`src/include/w5300_defs.svh`:
```
`ifndef W5300_DEFS_SVH
`define W5300_DEFS_SVH

// common registers, word addresses in 8-bit bus mode
`define W5300_IR           10'h002
`define W5300_IMR          10'h004
`define W5300_SHAR         10'h008
`define W5300_GAR          10'h010
`define W5300_SUBR         10'h014
`define W5300_SIPR         10'h018

// socket 0 registers
`define W5300_S0_MR        10'h200
`define W5300_S0_CR        10'h202
`define W5300_S0_IMR       10'h204
`define W5300_S0_IR        10'h206
`define W5300_S0_SSR       10'h208
`define W5300_S0_PORTR     10'h20A
`define W5300_S0_RX_RSR    10'h228
`define W5300_S0_RX_RSR2   10'h22A
`define W5300_S0_RX_FIFOR  10'h230

// register values for setup
`define IMR_S0_EN          16'h0001
`define SN_MR_UDP          16'h0002
`define SN_CR_OPEN         16'h0001
`define S0_RECV_IRQ        16'h0004
`define UDP_PORT           16'h1388
`define SOCK_UDP           8'h22

// network identity 00:08:dc:01:02:03, 192.168.0.1, 255.255.255.0, 192.168.0.7
`define MAC_W0             16'h0008
`define MAC_W1             16'hdc01
`define MAC_W2             16'h0203
`define GAR_W0             16'hc0a8
`define GAR_W1             16'h0001
`define SUBR_W0            16'hffff
`define SUBR_W1            16'hff00
`define SIPR_W0            16'hc0a8
`define SIPR_W1            16'h0007

// sequencing limits
`define INIT_STEPS         14
`define SSR_RETRIES        3
`define SSR_WAIT           100
`define UDP_INFO_LEN       8

// bus phases in clocks
`define BUS_SETUP          1
`define BUS_STROBE         2
`define BUS_HOLD           1

`endif

```
`src/verilog/w5300_pkg.sv`:
```
package w5300_pkg;

	// word address on the chip pins
	typedef logic [9:0] w5300_addr_t;

	typedef struct packed {
		logic [7:0] hi; // even address
		logic [7:0] lo;
	} w5300_bytes_t;

	// interrupt register layout
	typedef struct packed {
		logic       ipcf; // ip conflict
		logic       dpur; // dest port unreachable
		logic       pppt; // pppoe terminated
		logic       fmtu; // fragment mtu
		logic [3:0] rsvd;
		logic [7:0] sock; // one bit per socket
	} w5300_ir_t;

	typedef union packed {
		w5300_bytes_t bytes;
		w5300_ir_t    ir;
	} w5300_word_t;

endpackage

```
`src/verilog/w5300_init_rom.sv`:
```
`include "w5300_defs.svh"

module w5300_init_rom
	import w5300_pkg::*;
(
	input  logic [3:0]  step,
	output w5300_addr_t init_addr,
	output w5300_word_t init_data
);

	always_comb
	begin
		init_addr = `W5300_IMR;
		init_data = `IMR_S0_EN;
		case (step)
			4'd0:
			begin
				init_addr = `W5300_IMR; // socket 0 interrupt only
				init_data = `IMR_S0_EN;
			end
			4'd1:
			begin
				init_addr = `W5300_SHAR;
				init_data = `MAC_W0;
			end
			4'd2:
			begin
				init_addr = `W5300_SHAR + 10'd2;
				init_data = `MAC_W1;
			end
			4'd3:
			begin
				init_addr = `W5300_SHAR + 10'd4;
				init_data = `MAC_W2;
			end
			4'd4:
			begin
				init_addr = `W5300_GAR;
				init_data = `GAR_W0;
			end
			4'd5:
			begin
				init_addr = `W5300_GAR + 10'd2;
				init_data = `GAR_W1;
			end
			4'd6:
			begin
				init_addr = `W5300_SUBR;
				init_data = `SUBR_W0;
			end
			4'd7:
			begin
				init_addr = `W5300_SUBR + 10'd2;
				init_data = `SUBR_W1;
			end
			4'd8:
			begin
				init_addr = `W5300_SIPR;
				init_data = `SIPR_W0;
			end
			4'd9:
			begin
				init_addr = `W5300_SIPR + 10'd2;
				init_data = `SIPR_W1;
			end
			4'd10:
			begin
				init_addr = `W5300_S0_MR; // udp mode
				init_data = `SN_MR_UDP;
			end
			4'd11:
			begin
				init_addr = `W5300_S0_CR; // open command
				init_data = `SN_CR_OPEN;
			end
			4'd12:
			begin
				init_addr = `W5300_S0_IMR; // recv interrupt enable
				init_data = `S0_RECV_IRQ;
			end
			4'd13:
			begin
				init_addr = `W5300_S0_PORTR;
				init_data = `UDP_PORT;
			end
			default:
			begin
				init_addr = `W5300_IMR;
				init_data = `IMR_S0_EN;
			end
		endcase
	end

endmodule

```
`config.mk`:
```
export PLATFORM = sky130hd
export DESIGN_NAME = w5300_init_rom
export DESIGN_NICKNAME = d
export VERILOG_FILES = /design/src/verilog/w5300_pkg.sv /design/src/verilog/w5300_init_rom.sv
export VERILOG_INCLUDE_DIRS = /design/src /design/src/include
export SDC_FILE = /design/constraint.sdc
export NUM_CORES = 1
export LEC_CHECK = 0
export BUFFER_PORTS_ARGS = -buffer_cell sky130_fd_sc_hd__buf_2
export CORE_AREA = 2 2 39 41
export DETAILED_ROUTE_END_ITERATION = 8
export DIE_AREA = 0 0 41 43
export PLACE_DENSITY = 0.8
export SETUP_SLACK_MARGIN = 0.1
export SYNTH_ARGS = -nofsm -noshare
export SYNTH_HDL_FRONTEND = slang
export SYNTH_SLANG_ARGS = --single-unit
```
`constraint.sdc`:
```
create_clock -name vclk -period 1.19
set_clock_uncertainty 0.05 [all_clocks]
set_input_delay 0.238 -clock vclk [all_inputs]
set_output_delay 0.238 -clock vclk [all_outputs]
set_load 0.02 [all_outputs]
```
# Word-level counts from Yosys, hierarchy flattened
# Memory sizes are Yosys's and may differ from the RTL's.
# Index checks and enable logic that the tools add are counted.
# totals
ff_bits	0
rom_bits	336
input_bits	4
output_inout_bits	26
mem_count	1
# mem_list
memory	words	word_bits	rd	rd_ports_with_merged_regs	write_ports	line_no	source
(no name shown)	16	21	1	0	0	w5300_init_rom.sv:15	case (step)

# Depth between registers and ports, before layout
# An unclocked memory read counts as a cell.
# logic_depth
depth_word	1
ltp_mapped	6
mapped_depth_nobuf	5

# Worst setup path after synthesis
# Ideal clock, no wire load.
# synth_timing
path_kind	in2out
from	input step[1]
to	output init_data[15] (netlist bit)
arrival_time_ns	1.438
required_time_ns	0.902
setup_slack_ns	-0.536
stages	6
n_path_buf	1
path_cell_list	inv_1 -> ha_1 -> nor2b_1 -> nor2_1 -> o21ai_0 -> buf_4
# synth_lines
element	line_no	source
from (decl)	w5300_init_rom.sv:6	input logic [3:0] step,
to (decl)	w5300_init_rom.sv:8	output w5300_word_t init_data

==> impl_metrics.env <==
export IMPL_run_status="complete, but fails checks"
export IMPL_violations="setup timing"
export IMPL_fillCellCount=53
export IMPL_report_final_slew_viol_count=0
export IMPL_timing_fmax_mhz=661
export IMPL_pwr_share_seq_pct=0
export IMPL_clockPowerShare_pct=0
export IMPL_dp_final_hpwl_mm=1.14
export IMPL_grt_max_degree=11
export IMPL_synth_most_common_cell="buf_4"
export IMPL_grt_pass1_wl_mm=3.33
export IMPL_rsz0062_at_grt="yes"
export IMPL_grt_pass1_vias=669
export IMPL_gp_congestion=0.849
export IMPL_yosysTopAreaCell="ha_1"
export IMPL_grtUsageTotal_pct=27.4
export IMPL_io_buffers=25
export IMPL_drtIter0Drc=24
export IMPL_drt_antenna_violating_nets=0
export IMPL_cp_start_kind="input pin"
export IMPL_p_comb_share_pct=100.0
export IMPL_syn_inst=66
export IMPL_synthDistinctLibCells=25
export IMPL_yosys_warnings=0
export IMPL_dr_pass1_iters=4
export IMPL_initial_core_util_pct=32.0
export IMPL_final_nets=123
export IMPL_min_period_ns=1.51
export IMPL_drive_above_1_share_pct=86.4
export IMPL_finalSetupViolCount=21
export IMPL_clkbuf_count=0
export IMPL_min_delay_start="step[3]"
export IMPL_p_sw_mw=0.302
export IMPL_dieArea_mm2=0.00176
export IMPL_vias=692
export IMPL_seq_cells=0
export IMPL_fin_ws_ns=-0.323
export IMPL_crit_fanout=5
export IMPL_p_sw_share_pct=51.0
export IMPL_wl_per_cell_um=21.9
export IMPL_ys_top_cells_by_count="9 x buf_4, 8 x o21ai_0, 7 x ha_1, 7 x nand2_1"
export IMPL_multi_input_area_um2=638
export IMPL_core_area_mm2=0.00138
export IMPL_seq_area_frac_synth_pct=0
export IMPL_syn_avg_cell_area_um2=6.71
export IMPL_antenna_found_initial=0
export IMPL_internal_power_mw=0.290
export IMPL_fin_util_pct=90.6
export IMPL_leakagePower_nw=0.565
export IMPL_p_per_area_mw_per_mm2=472
export IMPL_hold_buffers=0
export IMPL_synth_area_top_cells="ha_1 20%, buf_4 15%, o21ai_0 9.0%"
export IMPL_die_h_um=43
export IMPL_startpoint="step[1]"
export IMPL_ios=30
export IMPL_viasPerCell=5.49
export IMPL_power_total_mw=0.592
export IMPL_worstPathRequired_ns=0.90
export IMPL_critPathKind="input pin to output port"
export IMPL_synthesis_area_um2=443
export IMPL_grt_overflow=0
export IMPL_num_rows=14
export IMPL_syn2layout_area_growth_pct=183
export IMPL_drv_cap=0
export IMPL_drc=0
export IMPL_min_path_type="input pin to output port"
export IMPL_seq_area_um2=0
export IMPL_antenna_cells=0
export IMPL_tns_ns=-4.13
export IMPL_final_hold_viol_count=0
export IMPL_drt_wl_total_mm=2.76
export IMPL_vdd_drop_max_mv=0.352
export IMPL_die_w_um=41
export IMPL_crit_arrival_ns=1.23
export IMPL_synth_top_cell_area_share_pct=19.8
export IMPL_finalCritPeriodShare_pct=127
export IMPL_endpoint_kind="output port"
==> power by group through the flow <==
stage                     combinational [mW]  clock (mW)  sequential [mW]
after detailed placement               0.374           0                0
after global placement                 0.366           0                0
final                                  0.592           0                0
after global routing                   0.613           0                0
after CTS                              0.506           0                0
after floorplan                        0.264           0                0
==> what timing repair did <==
| item | in CTS | in global routing |
|---|---|---|
| resized for setup | 76 | 16 |
| cloned | 1 | 0 |
| setup endpoints to repair | 21 | 21 |
| setup buffers | 0 | 6 |
| pin swaps | 12 | 8 |
==> area by class of cell <==
type | instances | area share, %
multi-input cells | 56 | 50.9
inverters | 3 | 3.89
repair buffers | 51 | 43.6
well taps | 16 | 1.60
==> metrics by stage <==
step / hold WS [ns] / setup WS [ns] / instances / cell area, um^2
2_1_floorplan: 0.459 / -0.126 / 70 / 642
3_3_place_gp: 0.907 / -0.409 / 119 / 840
3_5_place_dp: 0.913 / -0.433 / 119 / 840
4_1_cts: 0.831 / -0.225 / 120 / 1130
5_1_grt: 0.890 / -0.351 / 126 / 1250
6_report: 0.886 / -0.323 / 126 / 1250
==> path summary, 6_finish.rpt <==
kind	cells past startpoint	to	slack [ns]
worst min-delay path	4	init_data[5]	0.89
worst max-delay path	8	init_data[0]	-0.32
==> placed cells by master, fill, tap and decap left out <==
master and count:
a21boi_2 2, o21ai_1 1, mux2_4 1, or2_4 1, nor2b_4 2, inv_12 2, buf_16 1, buf_4 21
o21ai_2 5, nand2_1 3, ha_4 6, nor2_2 1, nor3b_2 1, nor2_1 1, a21oi_4 1, o21ai_4 2
conb_1 5, nand2b_4 4, and2_4 1, nand2_2 4, o21ai_0 1, and2b_1 1, a211oi_2 1, buf_12 4
mux2_2 1, a31oi_2 2, nand3_4 2, clkinv_8 1, nand3_1 1, nor2_4 2, o211ai_4 1, ha_2 1
a21o_1 2, buf_6 25
==> critical path: stages <==
cell,delay [ns]
buf_12,0.11
inv_12,0.04
buf_6,0.11
ha_4,0.16
nor2_1,0.16
a211oi_2,0.08
a31oi_2,0.16
buf_4,0.17
==> routing by layer <==
layer  vias up  global-route usage [%]  part of all wire, %  wire length [um]
li1        302                       -                    -                 -
met1       328                    33.5                   42              1150
met2        54                    47.8                   48              1330
met3         8                    2.09                  7.2               199
met4         0                    7.33                  3.0                83
met5         -                       0                    0                 0
==> cell families (layout without fill, tap and decap cells) <==
family,Yosys count,after routing,synth area share (%)
other cells,1,5,0.847
buf+inv,14,54,21.5
compound gates,18,18,25.4
mux,2,2,5.08
fa+ha+maj,7,7,19.8
simple gates,24,24,27.4
(Power assumes the default switching activity.)
