==> src/include/w5300_defs.svh <==
`ifndef W5300_DEFS_SVH
`define W5300_DEFS_SVH

// common registers, word addresses in 8-bit bus mode
`define W5300_IR           10'h002
`define W5300_IMR          10'h004
`define W5300_SHAR         10'h008
`define W5300_GAR          10'h010
`define W5300_SUBR         10'h014
`define W5300_SIPR         10'h018

// socket 0 registers
`define W5300_S0_MR        10'h200
`define W5300_S0_CR        10'h202
`define W5300_S0_IMR       10'h204
`define W5300_S0_IR        10'h206
`define W5300_S0_SSR       10'h208
`define W5300_S0_PORTR     10'h20A
`define W5300_S0_RX_RSR    10'h228
`define W5300_S0_RX_RSR2   10'h22A
`define W5300_S0_RX_FIFOR  10'h230

// register values for setup
`define IMR_S0_EN          16'h0001
`define SN_MR_UDP          16'h0002
`define SN_CR_OPEN         16'h0001
`define S0_RECV_IRQ        16'h0004
`define UDP_PORT           16'h1388
`define SOCK_UDP           8'h22

// network identity 00:08:dc:01:02:03, 192.168.0.1, 255.255.255.0, 192.168.0.7
`define MAC_W0             16'h0008
`define MAC_W1             16'hdc01
`define MAC_W2             16'h0203
`define GAR_W0             16'hc0a8
`define GAR_W1             16'h0001
`define SUBR_W0            16'hffff
`define SUBR_W1            16'hff00
`define SIPR_W0            16'hc0a8
`define SIPR_W1            16'h0007

// sequencing limits
`define INIT_STEPS         14
`define SSR_RETRIES        3
`define SSR_WAIT           100
`define UDP_INFO_LEN       8

// bus phases in clocks
`define BUS_SETUP          1
`define BUS_STROBE         2
`define BUS_HOLD           1

`endif

==> src/verilog/w5300_pkg.sv <==
package w5300_pkg;

	// word address on the chip pins
	typedef logic [9:0] w5300_addr_t;

	typedef struct packed {
		logic [7:0] hi; // even address
		logic [7:0] lo;
	} w5300_bytes_t;

	// interrupt register layout
	typedef struct packed {
		logic       ipcf; // ip conflict
		logic       dpur; // dest port unreachable
		logic       pppt; // pppoe terminated
		logic       fmtu; // fragment mtu
		logic [3:0] rsvd;
		logic [7:0] sock; // one bit per socket
	} w5300_ir_t;

	typedef union packed {
		w5300_bytes_t bytes;
		w5300_ir_t    ir;
	} w5300_word_t;

endpackage

==> src/verilog/udp_unpack.sv <==
`include "w5300_defs.svh"

module udp_unpack
	import w5300_pkg::*;
(
	input  logic        clk,
	input  logic        rst_n,
	input  logic        frame_start,
	input  logic [16:0] frame_len,
	input  logic        word_valid,
	input  w5300_word_t word_data,
	output logic        word_ready,
	output logic        payload_valid,
	output logic [7:0]  payload_data,
	input  logic        payload_ready,
	output logic        rx_done
);

	logic        full; // word held
	logic        sel;  // 0 high byte, 1 low byte
	w5300_word_t hold;
	logic [16:0] idx;  // byte position in the frame
	logic [16:0] len;
	logic        keep;
	logic        adv;

	assign word_ready    = !full;
	assign keep          = (idx >= 17'(`UDP_INFO_LEN)) && (idx < len);
	assign payload_valid = full && keep;
	assign payload_data  = sel ? hold.bytes.lo : hold.bytes.hi;
	// header and pad bytes drop without waiting for ready
	assign adv           = full && (!keep || payload_ready);

	always_ff @(posedge clk or negedge rst_n)
	begin
		if (!rst_n)
		begin
			full    <= 1'b0;
			sel     <= 1'b0;
			idx     <= 17'd0;
			len     <= 17'd0;
			rx_done <= 1'b0;
		end
		else
		begin
			rx_done <= 1'b0;
			if (frame_start)
			begin
				idx <= 17'd0;
				len <= frame_len;
			end
			else if (adv)
			begin
				idx <= idx + 17'd1;
				sel <= !sel;
				if (sel)
					full <= 1'b0;
				if (idx == len - 17'd1)
					rx_done <= 1'b1; // last real byte gone
			end
			if (word_valid && word_ready)
			begin
				full <= 1'b1;
				sel  <= 1'b0;
			end
		end
	end

	always_ff @(posedge clk)
	begin
		if (word_valid && word_ready)
			hold <= word_data;
	end

endmodule

==> config.mk <==
export PLATFORM = sky130hd
export DESIGN_NAME = udp_unpack
export DESIGN_NICKNAME = d
export VERILOG_FILES = /design/src/verilog/w5300_pkg.sv /design/src/verilog/udp_unpack.sv
export VERILOG_INCLUDE_DIRS = /design/src /design/src/include
export SDC_FILE = /design/constraint.sdc
export NUM_CORES = 1
export LEC_CHECK = 0
export BUFFER_PORTS_ARGS = -buffer_cell sky130_fd_sc_hd__buf_2
export CAP_MARGIN = 20
export CELL_PAD_IN_SITES_DETAIL_PLACEMENT = 2
export CELL_PAD_IN_SITES_GLOBAL_PLACEMENT = 2
export CORE_MARGIN = 1
export CORE_UTILIZATION = 36
export CTS_CLUSTER_DIAMETER = 150
export DETAILED_ROUTE_END_ITERATION = 8
export MAX_ROUTING_LAYER = met4
export PLACE_DENSITY_LB_ADDON = 0.15
export SYNTH_ARGS = -nofsm -noshare
export SYNTH_HDL_FRONTEND = slang
export SYNTH_SLANG_ARGS = --single-unit
==> constraint.sdc <==
create_clock -name clk -period 3.03 [get_ports clk]
set_clock_uncertainty 0.15 [all_clocks]
set_input_delay 0.1515 -clock clk [delete_from_list [all_inputs] [get_ports clk]]
set_output_delay 0.1515 -clock clk [all_outputs]
set_load 0.1 [all_outputs]
* After elaboration in Yosys (flattened, before gate mapping)
Cells that the tools add are included.
** Storage, ports and cells
- Register bits after elaboration :: 53
- Latch bits :: 0
- Memory bits (writable) :: 0
- Bits in read-only memories :: 0
- Bits of input ports :: 38
- Word-level logic and storage cells :: 38
- Memories :: 0
** Cells by class
- Add/subtract/negate cells :: 2
- Multiply operators :: 0
- Div/mod/pow operators :: 0
- $lt $le $gt $ge :: 2
- Equality and inequality tests :: 2
- Shift-type cells :: 0
- Mux-type cells :: 13
- Bitwise operators :: 0
- Reductions and logical operators :: 13
** Operators with widths (number)
- 17-bit two-way mux :: 2
- 17-bit by 1-bit adder with 17-bit output, second input constant :: 1
- 17-bit == test :: 1
- 17-bit by 4-bit greater-or-equal comparator with 1-bit output, second input constant :: 1
- 17-bit < comparator :: 1
- 17-bit by 1-bit subtractor with 17-bit output, second input constant :: 1
- 1-bit two-way mux :: 10
- 8-bit two-way mux :: 1
- 2-bit nonzero test :: 3
- 1-bit logical AND :: 4
- 1-bit logical NOT :: 3
- 3-bit AND reduction :: 1
- 2-bit by 1-bit inequality test with 1-bit output, second input constant :: 1
- 2-bit AND reduction :: 1
- 1-bit logical OR :: 1

* Longest topological paths before layout
- Depth after elaboration :: 8
- Gate-level depth with buffers :: 11
- Gate-level depth less buffers :: 9

* Worst setup path after synthesis
No wires, ideal clock.
- Path kind :: flip-flop to output port
- Start :: register idx[1]
- End :: output port payload_valid
- Arrival :: 2.687 ns
- Required time :: 2.728 ns
- Path slack :: 0.041 ns
- Cell stages (with the launch flop) :: 7
- Path buffers :: 0
- Cells stage by stage :: dfrtp_1 ha_1 nor2b_1 o211a_1 o211ai_1 nand4_1 nor2_1
** On the way
- Longest elaborated chain between the ends :: 3
- Elaborated cells between the ends (all ways) :: 4
** Ends and longest elaborated chain
- start, declared :: line udp_unpack.sv:22 : logic [16:0] idx;
- start signal, assigned :: line udp_unpack.sv:54 : idx <= idx + 17'd1;
- 17-bit by 4-bit greater-or-equal comparator with 1-bit output / 17-bit < comparator (equally long branches) :: line udp_unpack.sv:28 : assign keep = (idx >= 17'(`UDP_INFO_LEN)) && (idx < len);
- 1-bit logical AND * :: line udp_unpack.sv:28
- 1-bit logical AND * :: line udp_unpack.sv:29 : assign payload_valid = full && keep;
- end, declared :: line udp_unpack.sv:13 : output logic payload_valid,
Every way passes the cells marked *; elsewhere a longest branch is shown, timed or not.

* Worst setup path after layout
Ends and elaborated chain as after synthesis.

==> flow_summary.toml <==
[outcome]
outcome = "finished, final reports clean"

[critical_path]
setup.worst_path.class = "reg2out"
critical_path_arrival_ns = 2.57
reg_to_reg_start = "len[10]"
critPathLaunchType = "flip-flop"
crit_fanout = 7
critical_path.endpoint_type = "output port"
r2r_slack_ns = 0.16
critPathRequiredTime_ns = 2.73
timing.reg2reg.worst_path_depth = 10
r2r-end = "idx[10]"

[global_route]
grt_usage = 0.243
vias_in_the_first_global_route = 3345
grt_antenna_before_repair = 0
grt_first_pass_wirelength_um = 17400
grt_start_max_net_pins = 56
grt-ovfl-total = 0

[timing]
finalSetupViolCount = 0
finalWorstPathRequiredPeriod_ns = 2.87
maxSlewHeadroom = 0.380
timing.hold.ws_ns = 0.155
clock.fmax_ghz = 0.348
final_min_period_over_clock_period = 0.948
drv_slew = 0
setup-tns-final_ns = 0
rsz_0062_raised_after_global_routing = "no"
transition_time_at_the_pin_with_the_least_slew_margin_ns = 0.930
hold_vio_cnt_final = 0

[layout]
layout.cells.most_common_list = "sky130_fd_sc_hd__buf_2 (48), sky130_fd_sc_hd__dfrtp_1 (37), sky130_fd_sc_hd__dlygate4sd3_1 (35)"
layoutNonFillerInstCount = 547
number_of_antenna_diodes = 0
mostFrequentLayoutCell = "sky130_fd_sc_hd__buf_2"
final_layout_size_suffix_gt1_frac = 0.239
nets = 496
area_growth_syn_to_layout_pct = 31.0

[cts]
cts.path.max_buffers = 2
cts.root.buffer_cell = "sky130_fd_sc_hd__clkbuf_8"
clkTransAtPathRegs_ns = 0.13
clock_tree_from_tritoncts = "yes"
ctsHtreeMaxLevel = 2
clock_insertion_delay_worst_skew_ns = 0.33
clock_buffer_count_from_cts = 5
numClockSinks = 53

[floorplanning]
initial_utilization = 0.370
floorplan.core_area_sq_um = 8720
die_width_um = 96.7
floorplan.io_pins = 49
die_extent_in_y_um = 96.7
fp-row-count = 34
fp.dieArea_sq_um = 9350

[synthesis]
synth_top_cells_by_area = "sky130_fd_sc_hd__dfrtp_1 (29%), sky130_fd_sc_hd__edfxtp_1 (15%), sky130_fd_sc_hd__ha_1 (7.8%), sky130_fd_sc_hd__xnor2_1 (4.9%), sky130_fd_sc_hd__o21ai_0 (3.7%)"
synth-edff-count = 16
avg_synthesized_cell_area_sq_um = 9.58
synthesis.instances = 337
synth_ff_type = "sky130_fd_sc_hd__dfrtp_1"
synth.ff_latch_count = 53
yosys_warnings = 0
asyncSetResetFlopFracSynth = 0.698
library_cell_occupying_the_most_area_in_the_post_synthesis_netlist = "sky130_fd_sc_hd__dfrtp_1"
yosys.area.top_type_share = 0.287
yosysUniqueCellTypes = 48
synth.net_count = 395
netlist_area_sq_um = 3230
sequential_element_share_of_the_synthesized_area = 0.436

[min_path]
worstHoldPathCells = 4
min_path_type = "in2reg"
min_from = "payload_ready"
hold_end = "idx[4]"

[route]
first_pass_detailed_route_iteration_total = 4
route.antenna.remaining_nets = 0
first_iter_violations = 68
route.detailed.wl_per_inst_um = 19.9
dr_total_vias = 2976
finalWirelength_um = 10900
vias_per_cell = 5.44
drc = 0

[power]
intPower_w = 0.00130
power.share.switching = 0.452
vdd.ir_drop.worst_uv = 584
p_clk_frac = 0.193
power_leakage_nw = 1.87
switch_pwr_w = 0.00107
seq_power_share = 0.394
cell_area_power_density_nw_per_um2 = 561
combPwrFrac = 0.413

[placement]
globalplace.congestion = 0.801
port_buffers = 48
place.detailed.hpwl_um = 7210
dp.cells = 499

[job]
drv.max_cap_violation_count = 0
-- per-stage QoR --
stage / cell area, sq um / util / setup WS, ns / total power [W]
6_report: 4230 / 0.485 / 0.158 / 0.00237
5_1_grt: 4230 / 0.485 / 0.00622 / 0.00247
4_1_cts: 4160 / 0.477 / 0.0104 / 0.00234
3_5_place_dp: 3710 / 0.425 / -0.0150 / 0.00184
3_3_place_gp: 3710 / 0.425 / 0.111 / 0.00180
2_1_floorplan: 3230 / - / 0.0413 / 0.00161
-- sequential cells by signal, indices dropped and copies added (netlist names) --
signal / count
full: 1
hold: 16
idx: 17
len: 17
rx_done: 1
sel: 1
-- layer usage --
metal / share of wire / global-route usage / vias to the layer above
li1: - / - / 1399
met1: 0.44 / 0.292 / 1503
met2: 0.53 / 0.441 / 61
met3: 0.022 / 0.0253 / 13
met4: 0.013 / 0.0505 / 0
met5: 0 / - / -
-- what timing repair did --
action / 4_1_cts / 5_1_grt
hold endpoints to repair: 71 / 0
hold buffers: 35 / 0
pin swaps: 0 / 3
cloned: 0 / 1
setup endpoints to repair: 3 / 6
buffers inserted: 0 / 4
gates resized for setup: 1 / 5
-- synth_stat cells, drive strengths merged, types with 2 or more instances --
cell type / number
a21oi: 16
o211ai: 6
dfrtp: 37
mux2i: 2
edfxtp: 16
o21ai: 25
and3: 5
or4b: 2
or4: 9
a2111oi: 2
nor3: 9
nor4: 7
xnor2: 18
o41ai: 2
mux2: 12
or2: 4
a211oi: 2
a21o: 3
or3: 3
nor2: 25
o31ai: 6
buf: 3
inv: 25
nor2b: 5
nand4: 4
nand2: 29
nand3: 6
clkbuf: 14
ha: 20
xor2: 7
-- power groups by stage --
stage / Sequential, W / Clock, W / Combinational, W
4_1_cts: 0.000930 / 0.000466 / 0.000941
5_1_grt: 0.000946 / 0.000487 / 0.00104
3_5_place_dp: 0.000944 / 0 / 0.000898
2_1_floorplan: 0.000887 / 0 / 0.000723
6_report: 0.000935 / 0.000458 / 0.000978
3_3_place_gp: 0.000933 / 0 / 0.000871
-- worst max-delay path, stage by stage (launching register included) --
cell	delay, ns
sky130_fd_sc_hd__dfrtp_1	0.51
sky130_fd_sc_hd__ha_1	0.33
sky130_fd_sc_hd__nor2b_1	0.13
sky130_fd_sc_hd__o211a_1	0.21
sky130_fd_sc_hd__o211ai_1	0.19
sky130_fd_sc_hd__nand4_1	0.17
sky130_fd_sc_hd__buf_4	0.20
sky130_fd_sc_hd__nor2_1	0.08
sky130_fd_sc_hd__buf_2	0.43
-- cells by family after synthesis --
group | share of synthesized area
adders and majority gates | 0.0775
AOI/OAI and AO/OA | 0.139
DFF | 0.436
xor gates and xnor gates | 0.0678
and+or+nand+nor | 0.182
buffers and inverters | 0.0496
muxes | 0.0481
-- cell type report --
type                            instances  area, sq um
Clock buffer                            5         68.8
Clock inverter                          3         26.3
Fill cell                             918         4490
Inverter                               25         93.8
Multi-Input combinational cell        242         1690
Sequential cell                        53         1410
Tap cell                              108          135
Timing Repair Buffer                  111          805
-- how the worst max path moves through the flow --
| stage | startpoint | endpoint | slack [ns] | cells past startpoint |
|---|---|---|---|---|
| after floorplan | idx[1] | payload_valid | 0.04 | 6 |
| after global placement | len[5] | rx_done | 0.11 | 7 |
| after detailed placement | len[15] | idx[10] | -0.01 | 10 |
| after CTS | len[1] | rx_done | 0.01 | 10 |
| after global routing | len[11] | idx[12] | 0.006 | 10 |
| final | idx[1] | payload_valid | 0.16 | 8 |
Note: power is estimated with default switching activity, not from simulation.
