**config.mk**
```make
export PLATFORM = sky130hd
export DESIGN_NAME = w5300_seq
export DESIGN_NICKNAME = d
export VERILOG_FILES = /design/src/verilog/w5300_pkg.sv /design/src/verilog/w5300_seq.sv
export VERILOG_INCLUDE_DIRS = /design/src /design/src/include
export SDC_FILE = /design/constraint.sdc
export NUM_CORES = 1
export LEC_CHECK = 0
export ABC_AREA = 1
export BUFFER_PORTS_ARGS = -buffer_cell sky130_fd_sc_hd__buf_2
export CORE_MARGIN = 2
export CORE_UTILIZATION = 44
export CTS_CLUSTER_DIAMETER = 80
export DETAILED_ROUTE_END_ITERATION = 16
export PLACE_DENSITY = 0.81
export SLEW_MARGIN = 20
export SYNTH_ARGS = -nofsm -noshare
export SYNTH_HDL_FRONTEND = slang
export SYNTH_SLANG_ARGS = --single-unit
```
**constraint.sdc**
```tcl
create_clock -name clk -period 3.67 [get_ports clk]
set_clock_uncertainty 0.05 [all_clocks]
set_input_delay 0.734 -clock clk [delete_from_list [all_inputs] [get_ports clk]]
set_output_delay 0.734 -clock clk [all_outputs]
set_load 0.01 [all_outputs]
```
**src/include/w5300_defs.svh**
```systemverilog
`ifndef W5300_DEFS_SVH
`define W5300_DEFS_SVH

// common registers, word addresses in 8-bit bus mode
`define W5300_IR           10'h002
`define W5300_IMR          10'h004
`define W5300_SHAR         10'h008
`define W5300_GAR          10'h010
`define W5300_SUBR         10'h014
`define W5300_SIPR         10'h018

// socket 0 registers
`define W5300_S0_MR        10'h200
`define W5300_S0_CR        10'h202
`define W5300_S0_IMR       10'h204
`define W5300_S0_IR        10'h206
`define W5300_S0_SSR       10'h208
`define W5300_S0_PORTR     10'h20A
`define W5300_S0_RX_RSR    10'h228
`define W5300_S0_RX_RSR2   10'h22A
`define W5300_S0_RX_FIFOR  10'h230

// register values for setup
`define IMR_S0_EN          16'h0001
`define SN_MR_UDP          16'h0002
`define SN_CR_OPEN         16'h0001
`define S0_RECV_IRQ        16'h0004
`define UDP_PORT           16'h1388
`define SOCK_UDP           8'h22

// network identity 00:08:dc:01:02:03, 192.168.0.1, 255.255.255.0, 192.168.0.7
`define MAC_W0             16'h0008
`define MAC_W1             16'hdc01
`define MAC_W2             16'h0203
`define GAR_W0             16'hc0a8
`define GAR_W1             16'h0001
`define SUBR_W0            16'hffff
`define SUBR_W1            16'hff00
`define SIPR_W0            16'hc0a8
`define SIPR_W1            16'h0007

// sequencing limits
`define INIT_STEPS         14
`define SSR_RETRIES        3
`define SSR_WAIT           100
`define UDP_INFO_LEN       8

// bus phases in clocks
`define BUS_SETUP          1
`define BUS_STROBE         2
`define BUS_HOLD           1

`endif

```
**src/verilog/w5300_pkg.sv**
```systemverilog
package w5300_pkg;

	// word address on the chip pins
	typedef logic [9:0] w5300_addr_t;

	typedef struct packed {
		logic [7:0] hi; // even address
		logic [7:0] lo;
	} w5300_bytes_t;

	// interrupt register layout
	typedef struct packed {
		logic       ipcf; // ip conflict
		logic       dpur; // dest port unreachable
		logic       pppt; // pppoe terminated
		logic       fmtu; // fragment mtu
		logic [3:0] rsvd;
		logic [7:0] sock; // one bit per socket
	} w5300_ir_t;

	typedef union packed {
		w5300_bytes_t bytes;
		w5300_ir_t    ir;
	} w5300_word_t;

endpackage

```
**src/verilog/w5300_seq.sv**
```systemverilog
`include "w5300_defs.svh"

module w5300_seq
	import w5300_pkg::*;
(
	input  logic        clk,
	input  logic        rst_n,
	input  logic        int_n,
	output logic        req_valid,
	output logic        req_write,
	output w5300_addr_t req_addr,
	output w5300_word_t req_wdata,
	input  logic        req_ready,
	input  logic        rsp_valid,
	input  w5300_word_t rsp_rdata,
	output logic [3:0]  init_step,
	input  w5300_addr_t init_addr,
	input  w5300_word_t init_data,
	output logic        frame_start,
	output logic [16:0] frame_len,
	output logic        word_valid,
	output w5300_word_t word_data,
	input  logic        word_ready,
	output logic        init_done,
	output logic        init_fail
);

	typedef enum logic [3:0] {
		S_INIT,
		S_SSR_RD,
		S_SSR_WAIT,
		S_IDLE,
		S_IR_RD,
		S_IR_CLR,
		S_RSR_RD,
		S_RSR2_RD,
		S_FRAME,
		S_FIFO_RD,
		S_FWD,
		S_FAIL
	} state_t;

	state_t      state;
	logic        sent; // request taken, response pending
	logic        issue;
	logic [3:0]  step;
	logic [1:0]  retry;
	logic [6:0]  wait_cnt;
	logic [16:0] rx_len;
	logic [16:0] words_left;
	w5300_word_t word_q;

	assign init_step   = step;
	assign req_valid   = issue && !sent;
	assign frame_start = (state == S_FRAME) && (rx_len != 17'd0);
	assign frame_len   = rx_len;
	assign word_data   = word_q;

	// request fields follow the state and stay put until taken
	always_comb
	begin
		issue     = 1'b1;
		req_write = 1'b0;
		req_addr  = `W5300_IR;
		req_wdata = '0;
		case (state)
			S_INIT:
			begin
				req_write = 1'b1;
				req_addr  = init_addr;
				req_wdata = init_data;
			end
			S_SSR_RD:
				req_addr = `W5300_S0_SSR;
			S_IR_RD:
				req_addr = `W5300_IR;
			S_IR_CLR:
			begin
				req_write = 1'b1;
				req_addr  = `W5300_S0_IR;
				req_wdata = `S0_RECV_IRQ; // write one to clear recv
			end
			S_RSR_RD:
				req_addr = `W5300_S0_RX_RSR;
			S_RSR2_RD:
				req_addr = `W5300_S0_RX_RSR2;
			S_FIFO_RD:
				req_addr = `W5300_S0_RX_FIFOR;
			default:
				issue = 1'b0;
		endcase
	end

	always_ff @(posedge clk or negedge rst_n)
	begin
		if (!rst_n)
		begin
			state      <= S_INIT;
			sent       <= 1'b0;
			step       <= 4'd0;
			retry      <= 2'd0;
			wait_cnt   <= 7'd0;
			rx_len     <= 17'd0;
			words_left <= 17'd0;
			word_valid <= 1'b0;
			init_done  <= 1'b0;
			init_fail  <= 1'b0;
		end
		else
		begin
			if (req_valid && req_ready)
				sent <= 1'b1;
			if (rsp_valid)
				sent <= 1'b0;

			case (state)
				S_INIT:
					if (rsp_valid)
					begin
						if (step == 4'(`INIT_STEPS - 1))
							state <= S_SSR_RD;
						else
							step <= step + 4'd1;
					end
				S_SSR_RD:
					if (rsp_valid)
					begin
						if (rsp_rdata.bytes.lo == `SOCK_UDP)
						begin
							init_done <= 1'b1;
							state     <= S_IDLE;
						end
						else if (retry == 2'(`SSR_RETRIES - 1))
						begin
							init_fail <= 1'b1; // give up, bus stays quiet
							state     <= S_FAIL;
						end
						else
						begin
							retry    <= retry + 2'd1;
							wait_cnt <= 7'd0;
							state    <= S_SSR_WAIT;
						end
					end
				S_SSR_WAIT:
					if (wait_cnt == 7'(`SSR_WAIT - 1))
						state <= S_SSR_RD;
					else
						wait_cnt <= wait_cnt + 7'd1;
				S_IDLE:
					if (!int_n)
						state <= S_IR_RD;
				S_IR_RD:
					if (rsp_valid)
						state <= rsp_rdata.ir.sock[0] ? S_IR_CLR : S_IDLE;
				S_IR_CLR:
					if (rsp_valid)
						state <= S_RSR_RD;
				S_RSR_RD:
					if (rsp_valid)
					begin
						rx_len[16] <= rsp_rdata[0]; // size msb
						state      <= S_RSR2_RD;
					end
				S_RSR2_RD:
					if (rsp_valid)
					begin
						rx_len[15:0] <= rsp_rdata;
						state        <= S_FRAME;
					end
				S_FRAME:
				begin
					words_left <= 17'((18'(rx_len) + 18'd1) >> 1); // round up to words
					state      <= (rx_len == 17'd0) ? S_IDLE : S_FIFO_RD;
				end
				S_FIFO_RD:
					if (rsp_valid)
					begin
						word_valid <= 1'b1;
						state      <= S_FWD;
					end
				S_FWD:
					if (word_ready)
					begin
						word_valid <= 1'b0;
						words_left <= words_left - 17'd1;
						state      <= (words_left == 17'd1) ? S_IDLE : S_FIFO_RD;
					end
				default:
					state <= S_FAIL;
			endcase
		end
	end

	always_ff @(posedge clk)
	begin
		if (state == S_FIFO_RD && rsp_valid)
			word_q <= rsp_rdata;
	end

endmodule

```
# Yosys cells after proc, flatten, opt, wreduce, memory -nomap -nowiden
# Cells that the tools add are included.
dict set report word_totals {
  inputBits 48
  output_inout_bits 69
  reg_bits 71
  elab_cells 106
}
dict set report classes {
  reduce_logical 24
  n_bitwise 3
  addsub 5
  n_mux 33
  eq_ne 29
}
# operator n
set op_table {}
lappend op_table {{$mux W4} 15}
lappend op_table {{$pmux W10 S6} 1}
lappend op_table {{$pmux W4 S11} 1}
lappend op_table {{$pmux W17 S2} 1}
lappend op_table {{$pmux W16 S2} 1}
lappend op_table {{$mux W7} 4}
lappend op_table {{$ne A2 B2 Y1 const B} 14}
lappend op_table {{$add A17 B1 Y18 const B} 1}
lappend op_table {{$eq A17 B1 Y1 const B} 1}
lappend op_table {{$logic_not A17 Y1} 1}
lappend op_table {{$mux W17} 1}
lappend op_table {{$reduce_bool A17 Y1} 1}
lappend op_table {{$sub A17 B1 Y17 const B} 1}
lappend op_table {{$eq A4 B3 Y1 const B} 4}
lappend op_table {{$eq A4 B4 Y1 const B} 4}
lappend op_table {{$pmux W7 S2} 1}
lappend op_table {{$reduce_and A11 Y1} 1}
lappend op_table {{$reduce_and A3 Y1} 3}
lappend op_table {{$eq A4 B2 Y1 const B} 2}
lappend op_table {{$eq A8 B6 Y1 const B} 1}
lappend op_table {{$reduce_and A4 Y1} 2}
lappend op_table {{$reduce_bool A2 Y1} 4}
lappend op_table {{$add A7 B1 Y7 const B} 1}
lappend op_table {{$eq A7 B7 Y1 const B} 1}
lappend op_table {{other kinds (15)} 27}

# Longest topological paths before layout
# Gate-level depths: netlist of the first run.
dict set report depth {
  depth_word 7
  mapped_depth 11
  mapped_depth_nobuf 11
}

# Worst setup path before layout of the first run
# OpenSTA, ideal clock, no wires.
dict set report synth_timing {
  kind {flip-flop to output port}
  start {reg state[2]}
  end {out req_addr[0]}
  path_slack_ns 1.614
  path_stages_with_launch 7
  t_arrival_ns 1.272
  cell_sequence {dfrtp_1 -> inv_2 -> nand2_1 -> nor2_4 -> inv_1 -> clkbuf_1 -> nor2_1}
}
dict set report synth_via {
  elab_chain_len 2
}
# element line
set synth_rtl {}
lappend synth_rtl {{from (decl)} w5300_seq.sv:43} ;# state_t state;
lappend synth_rtl {{from (signal assigned)} w5300_seq.sv:155} ;# state <= rsp_rdata.ir.sock[0] ? S_IR_CLR : S_IDLE;
lappend synth_rtl {{from (signal assigned)} w5300_seq.sv:174} ;# state <= (rx_len == 17'd0) ? S_IDLE : S_FIFO_RD;
lappend synth_rtl {{from (signal assigned)} w5300_seq.sv:187} ;# state <= (words_left == 17'd1) ? S_IDLE : S_FIFO_RD;
lappend synth_rtl {{$eq A4 B4 Y1, or another cell as far along} w5300_seq.sv:66} ;# case (state)
lappend synth_rtl {{$pmux W10 S6 (*)} w5300_seq.sv:66}
lappend synth_rtl {{to (decl)} w5300_seq.sv:11} ;# output w5300_addr_t req_addr,
# Mark *: on every way between the ends. The rest lies on a longest branch, timed or not.

==> results.yml, run 1 <==
run_status:
  status: "complete, no violations"
cells_and_area:
  fillCellCount: 959
  layout-drive-gt1-share_pct: 22.4
  seq_area_sq_um: 1860
  diodes: 0
  area_delta_synth_final_pct: 21.6
  multi_input_area_sq_um: 2160
  nets: 798
  final_cell_mix: "nand2_1 (182), buf_2 (116), nor2_1 (99), inv_1 (75), dfrtp_1 (55)"
  mostFrequentLayoutCell: "nand2_1"
power:
  ir_worst_vdd_mv: 0.573
  p_leak_nw: 2.87
  total_power_w: 0.00411
  power.density_nw_per_um2: 770
cts:
  insertion_delay_ns: 0.35
  htree_levels: 3
  cts_buffers: 9
  cts_hold_buf: 0
  clk_pin_slew_ns: 0.08
  cts-resized-gates: 0
  cts_buffer_depth: 2
  cts_tree: "built"
  cts_setup_buffers: 0
  root_buffer: "clkbuf_8"
  clock_sinks: 71
sta:
  drv_slew: 0
  final-setup-viol-count: 0
  fin_ws_ns: 0.937
  relSlewSlack_pct: 42.2
  finalCritPeriodShare_pct: 74.5
  finalHoldViolCount: 0
  final.setup.tns_ns: 0
  fin_crit_ns: 2.73
  worstMarginPinSlew_ns: 0.867
  fmax_mhz: 366
  rsz0062_at_grt: "no"
die:
  die_height_um: 104
  ios: 117
  die_w_um: 104
  core_area_sq_um: 9730
  initial_utilization_pct: 45.1
  num_rows: 36
  dieArea_sq_um: 10800
routing:
  drcViolationCount: 0
  ant_nets: 0
  vias: 4427
  drtIter0Drc: 207
  vias_per_cell: 5.03
  avgRoutedWirePerCell_um: 12.7
  wl_um: 11200
  drtPass1Iterations: 5
synth:
  synthesis.nets: 678
  async_flop_share_pct: 77.5
  ys.flop_type: "dfrtp_1"
  yosysWarnings: 0
  synth_edf_count: 16
  yosysSeqAreaShare_pct: 42.3
  syn-cell-area_sq_um: 4390
  ys_ff_latch: 71
  syn-instance-count: 622
  synth_cell_types: 36
  avgSynthCellArea_sq_um: 7.06
global_routing:
  grt_pass1_wl_um: 18700
  grt_max_degree: 39
  grt_overflow_total: 0
  grt_usage_pct: 20.9
  antenna_found_initial: 0
  grt_pass1_vias: 4064
critical_path:
  start_kind: "register"
  end_kind: "output pin"
  crit_type: "reg -> out"
  cp_max_fo: 20
  cp_data_arrival_time_ns: 1.95
  crit_required_ns: 2.89
placement:
  hpwl_um: 8370
  place_ws_ns: 1.31
  place_congestion: 0.931
  port_buffers: 116
job:
  maxCapViolations: 0
min_path:
  hp-class: "reg -> reg"
-- report_power, final --
| group | total, W | switching (W) | leakage (nW) | internal, W |
|---|---|---|---|---|
| combinational | 0.00203 | 0.00130 | 1.94 | 0.000738 |
| sequential | 0.00136 | 0.000308 | 0.825 | 0.00105 |
| clock | 0.000717 | 0.000326 | 0.111 | 0.000391 |
-- cell type report --
type | count | share of cell area [%]
clock inverters | 7 | 1.92
repair buffers | 120 | 11.4
well taps | 133 | 3.12
multi-input cells | 454 | 40.4
clock buffers | 9 | 2.32
flip-flops and latches | 71 | 34.8
inverters | 86 | 6.05
-- through the flow --
| step | util, % | instances | instance area (sq um) | hold slack (ns) |
|---|---|---|---|---|
| 2_1_floorplan | - | 622 | 4390 | 0.388 |
| 3_3_place_gp | 52.5 | 864 | 5110 | 0.397 |
| 3_5_place_dp | 52.5 | 864 | 5110 | 0.409 |
| 4_1_cts | 54.9 | 880 | 5340 | 0.429 |
| 5_1_grt | 54.9 | 880 | 5340 | 0.434 |
| 6_report | 54.9 | 880 | 5340 | 0.423 |
-- critical path, stage by stage, from the launching register on --
cell	delay [ns]
dfrtp_1	0.46
nor2_2	0.21
inv_2	0.07
nor2_4	0.22
inv_1	0.31
nor2_1	0.18
buf_2	0.15
-- path summary, 6_finish.rpt --
check,to,cells past startpoint,start,slack [ns]
worst max-delay path,req_wdata[14],6,state[1]$_DFFE_PN0P_,0.94
worst min-delay path,init_done$_DFFE_PN0P_,1,init_done$_DFFE_PN0P_,0.42
worst max register to register,words_left[5]$_DFFE_PN0P_,8,state[0]$_DFFE_PN0P_,1.48
worst min register to register,init_done$_DFFE_PN0P_,1,init_done$_DFFE_PN0P_,0.42
max in group asynchronous,frame_len[0]$_DFFE_PN0P_,2,rst_n,2.44
min in group asynchronous,frame_len[8]$_DFFE_PN0P_,1,rst_n,0.44
-- metal layers --
layer  GRT usage (%)  part of all wire, %  routed length, um
met4            4.15                 0.95                106
met3            5.08                  7.2                812
met1            27.8                   45               5010
met2            34.8                   47               5280
met5               0                    0                  0
-- cell usage after synthesis (8+ instances only) --
| library cell | number | share of area, % |
|---|---|---|
| nand4_1 | 13 | 1.9 |
| nand2_1 | 182 | 16 |
| edfxtp_1 | 16 | 11 |
| xor2_1 | 8 | 1.6 |
| inv_1 | 75 | 6.4 |
| dfrtp_1 | 55 | 31 |
| inv_2 | 11 | 0.94 |
| o21ai_0 | 24 | 2.7 |
| nand3_1 | 47 | 5.4 |
| nor2_1 | 99 | 8.5 |
| a21oi_1 | 24 | 2.7 |
| ha_1 | 8 | 2.3 |
-- registers in the layout (all words and copies together), names as in the netlist --
register,count
frame_len,17
init_done,1
init_fail,1
init_step,4
retry,2
sent,1
state,4
wait_cnt,7
word_data,16
word_valid,1
words_left,17
-- kinds of logic after synthesis --
family,share of synthesized area [%]
AND/OR/NAND/NOR,35.5
flip-flops,42.3
adder cells (fa/ha/maj),2.28
buffers and inverters,8.61
multiplexers,0.513
XOR/XNOR,2.59
AO/OA/AOI/OAI,8.21
(Power assumes the default switching activity.)
==> run 2: changes to the inputs <==
==> constraint.sdc (replaced) <==
create_clock -name clk -period 2.68 [get_ports clk]
set_clock_uncertainty 0.05 [all_clocks]
set_input_delay 0.536 -clock clk [delete_from_list [all_inputs] [get_ports clk]]
set_output_delay 0.536 -clock clk [all_outputs]
set_load 0.01 [all_outputs]
==> run 2 against run 1 <==
Effect of this change:
- critical path type unchanged
- sequential power grew 37%
- setup slack lost 0.74 ns
- non-clock buffer count grew 6
- global-route usage grew 0.092 points
- sequential share of layout area shrank 0.19 points
- routed wire length grew 0.37%
- total power grew 36%
- first-iteration DRC count grew 44%
==> results.yml, run 2 (synthesis gave the netlist of run 1 again) <==
run_status:
  status: "complete, no violations"
critical_path:
  cp_data_arrival_time_ns: 1.89
  cp_max_fo: 6
  crit_required_ns: 2.09
  end_kind: "output pin"
  crit_type: "reg -> out"
  r2r_cells: 8
  start_kind: "register"
sta:
  fin_crit_ns: 2.48
  final.setup.tns_ns: 0
  rsz0062_at_grt: "no"
  finalCritPeriodShare_pct: 92.6
  fmax_mhz: 403
  worstMarginPinSlew_ns: 0.765
  drv_slew: 0
  finalHoldViolCount: 0
  relSlewSlack_pct: 48.9
  final-setup-viol-count: 0
routing:
  vias: 4396
  drtPass1Iterations: 5
  wl_um: 11200
  drtIter0Drc: 298
  drcViolationCount: 0
  vias_per_cell: 4.96
  avgRoutedWirePerCell_um: 12.7
  ant_nets: 0
die:
  num_rows: 36
  core_area_sq_um: 9730
  ios: 117
  dieArea_sq_um: 10800
  die_w_um: 104
  initial_utilization_pct: 45.1
  die_height_um: 104
power:
  ir_worst_vdd_mv: 0.725
  power.density_nw_per_um2: 1040
  p_leak_nw: 2.88
global_routing:
  grt_use_met1_pct: 28.7
  grt_usage_pct: 21.0
  grt_max_degree: 32
  top_usage_layer: "met2"
  grt_pass1_vias: 4080
  antenna_found_initial: 0
  grt_pass1_wl_um: 18900
  use_met2_pct: 34.1
  grt_overflow_total: 0
  gr-usage-met3_pct: 4.14
cells_and_area:
  multi_input_area_sq_um: 2160
  layout-drive-gt1-share_pct: 23.2
  diodes: 0
  final_util_pct: 55.2
  final_cell_mix: "nand2_1 (182), buf_2 (116), nor2_1 (99), inv_1 (74), dfrtp_1 (55)"
  mostFrequentLayoutCell: "nand2_1"
  nets: 805
  fillCellCount: 961
  seq_area_sq_um: 1860
  area_delta_synth_final_pct: 22.3
min_path:
  hp-class: "in -> async"
job:
  maxCapViolations: 0
cts:
  htree_levels: 3
  clk_pin_slew_ns: 0.09
  cts_tree: "built"
  insertion_delay_ns: 0.35
  root_buffer: "clkbuf_8"
  cts_buffer_depth: 2
  cts_buffers: 9
  clock_sinks: 71
placement:
  port_buffers: 116
  place_congestion: 0.924
  hpwl_um: 8430
## run 2: cell types whose count changed in the layout (fill, tap and decap cells not counted)
| cell | before | now |
|---|---|---|
| inv_1 | 75 | 74 |
| clkinvlp_4 | 1 | 5 |
| buf_12 | 0 | 1 |
| clkinv_4 | 1 | 0 |
| inv_6 | 3 | 2 |
| buf_4 | 4 | 9 |
| bufinv_16 | 2 | 0 |
| inv_8 | 0 | 2 |
## run 2: final timing paths
kind                                               to             startpoint  slack [ns]
max                                       req_addr[1]   state[0]$_DFFE_PN0P_        0.20
min                         words_left[9]$_DFFE_PN0P_                  rst_n        0.12
max reg2reg                words_left[16]$_DFFE_PN0P_   state[0]$_DFFE_PN0P_        0.70
min reg2reg                     init_done$_DFFE_PN0P_  init_done$_DFFE_PN0P_        0.42
max in group asynchronous        state[3]$_DFFE_PN0P_                  rst_n        1.87
min in group clk               word_data[7]$_DFFE_PP_           rsp_rdata[7]        0.32
## run 2: per-layer routing
layer | routed length [um] | vias up
li1 | - | 2224
met1 | 4980 | 1974
met2 | 5240 | 183
met3 | 838 | 15
met4 | 185 | 0
met5 | 0 | -
## run 2: final cells by class
type                       instances  share of cell area, %
multi-input combinational        454                   40.2
sequential                        71                   34.6
timing repair buffer             126                   12.4
inverter                          86                   6.08
tap                              133                   3.10
clock buffer                       9                   2.31
clock inverter                     7                   1.17
timing repair inverter             1                  0.140
## run 2: metrics by stage
step	total power, W	area [sq um]	std cells	setup WS (ns)	hold slack [ns]
floorplan	0.00372	4390	622	0.769	0.190
global placement	0.00460	5140	866	0.594	0.404
detailed placement	0.00465	5140	866	0.524	0.408
CTS	0.00549	5330	882	0.140	0.134
global route	0.00611	5370	887	0.0769	0.162
finish	0.00561	5370	887	0.200	0.122
## run 2: report_power, final
part | internal (W) | total [W] | leakage, nW | switching (W)
Combinational | 0.00109 | 0.00293 | 1.97 | 0.00184
Clock | 0.000355 | 0.000825 | 0.0863 | 0.000471
Sequential | 0.00144 | 0.00186 | 0.825 | 0.000418
Total | 0.00288 | 0.00561 | 2.88 | 0.00272
## run 2: timing repair
item                       4_1_cts  5_1_grt
setup buffers                    0        4
setup endpoints to repair        0       19
resized for setup                0        2
hold buffers                     0        0
## run 2: critical path, cell delays in order, from the launching register on
cell and delay (ns):
dfrtp_1 0.43, inv_2 0.12, nor2_2 0.07, nand2_1 0.23, nand2_1 0.12, nor2_1 0.24
nand2_1 0.08, o211ai_1 0.09, buf_2 0.16
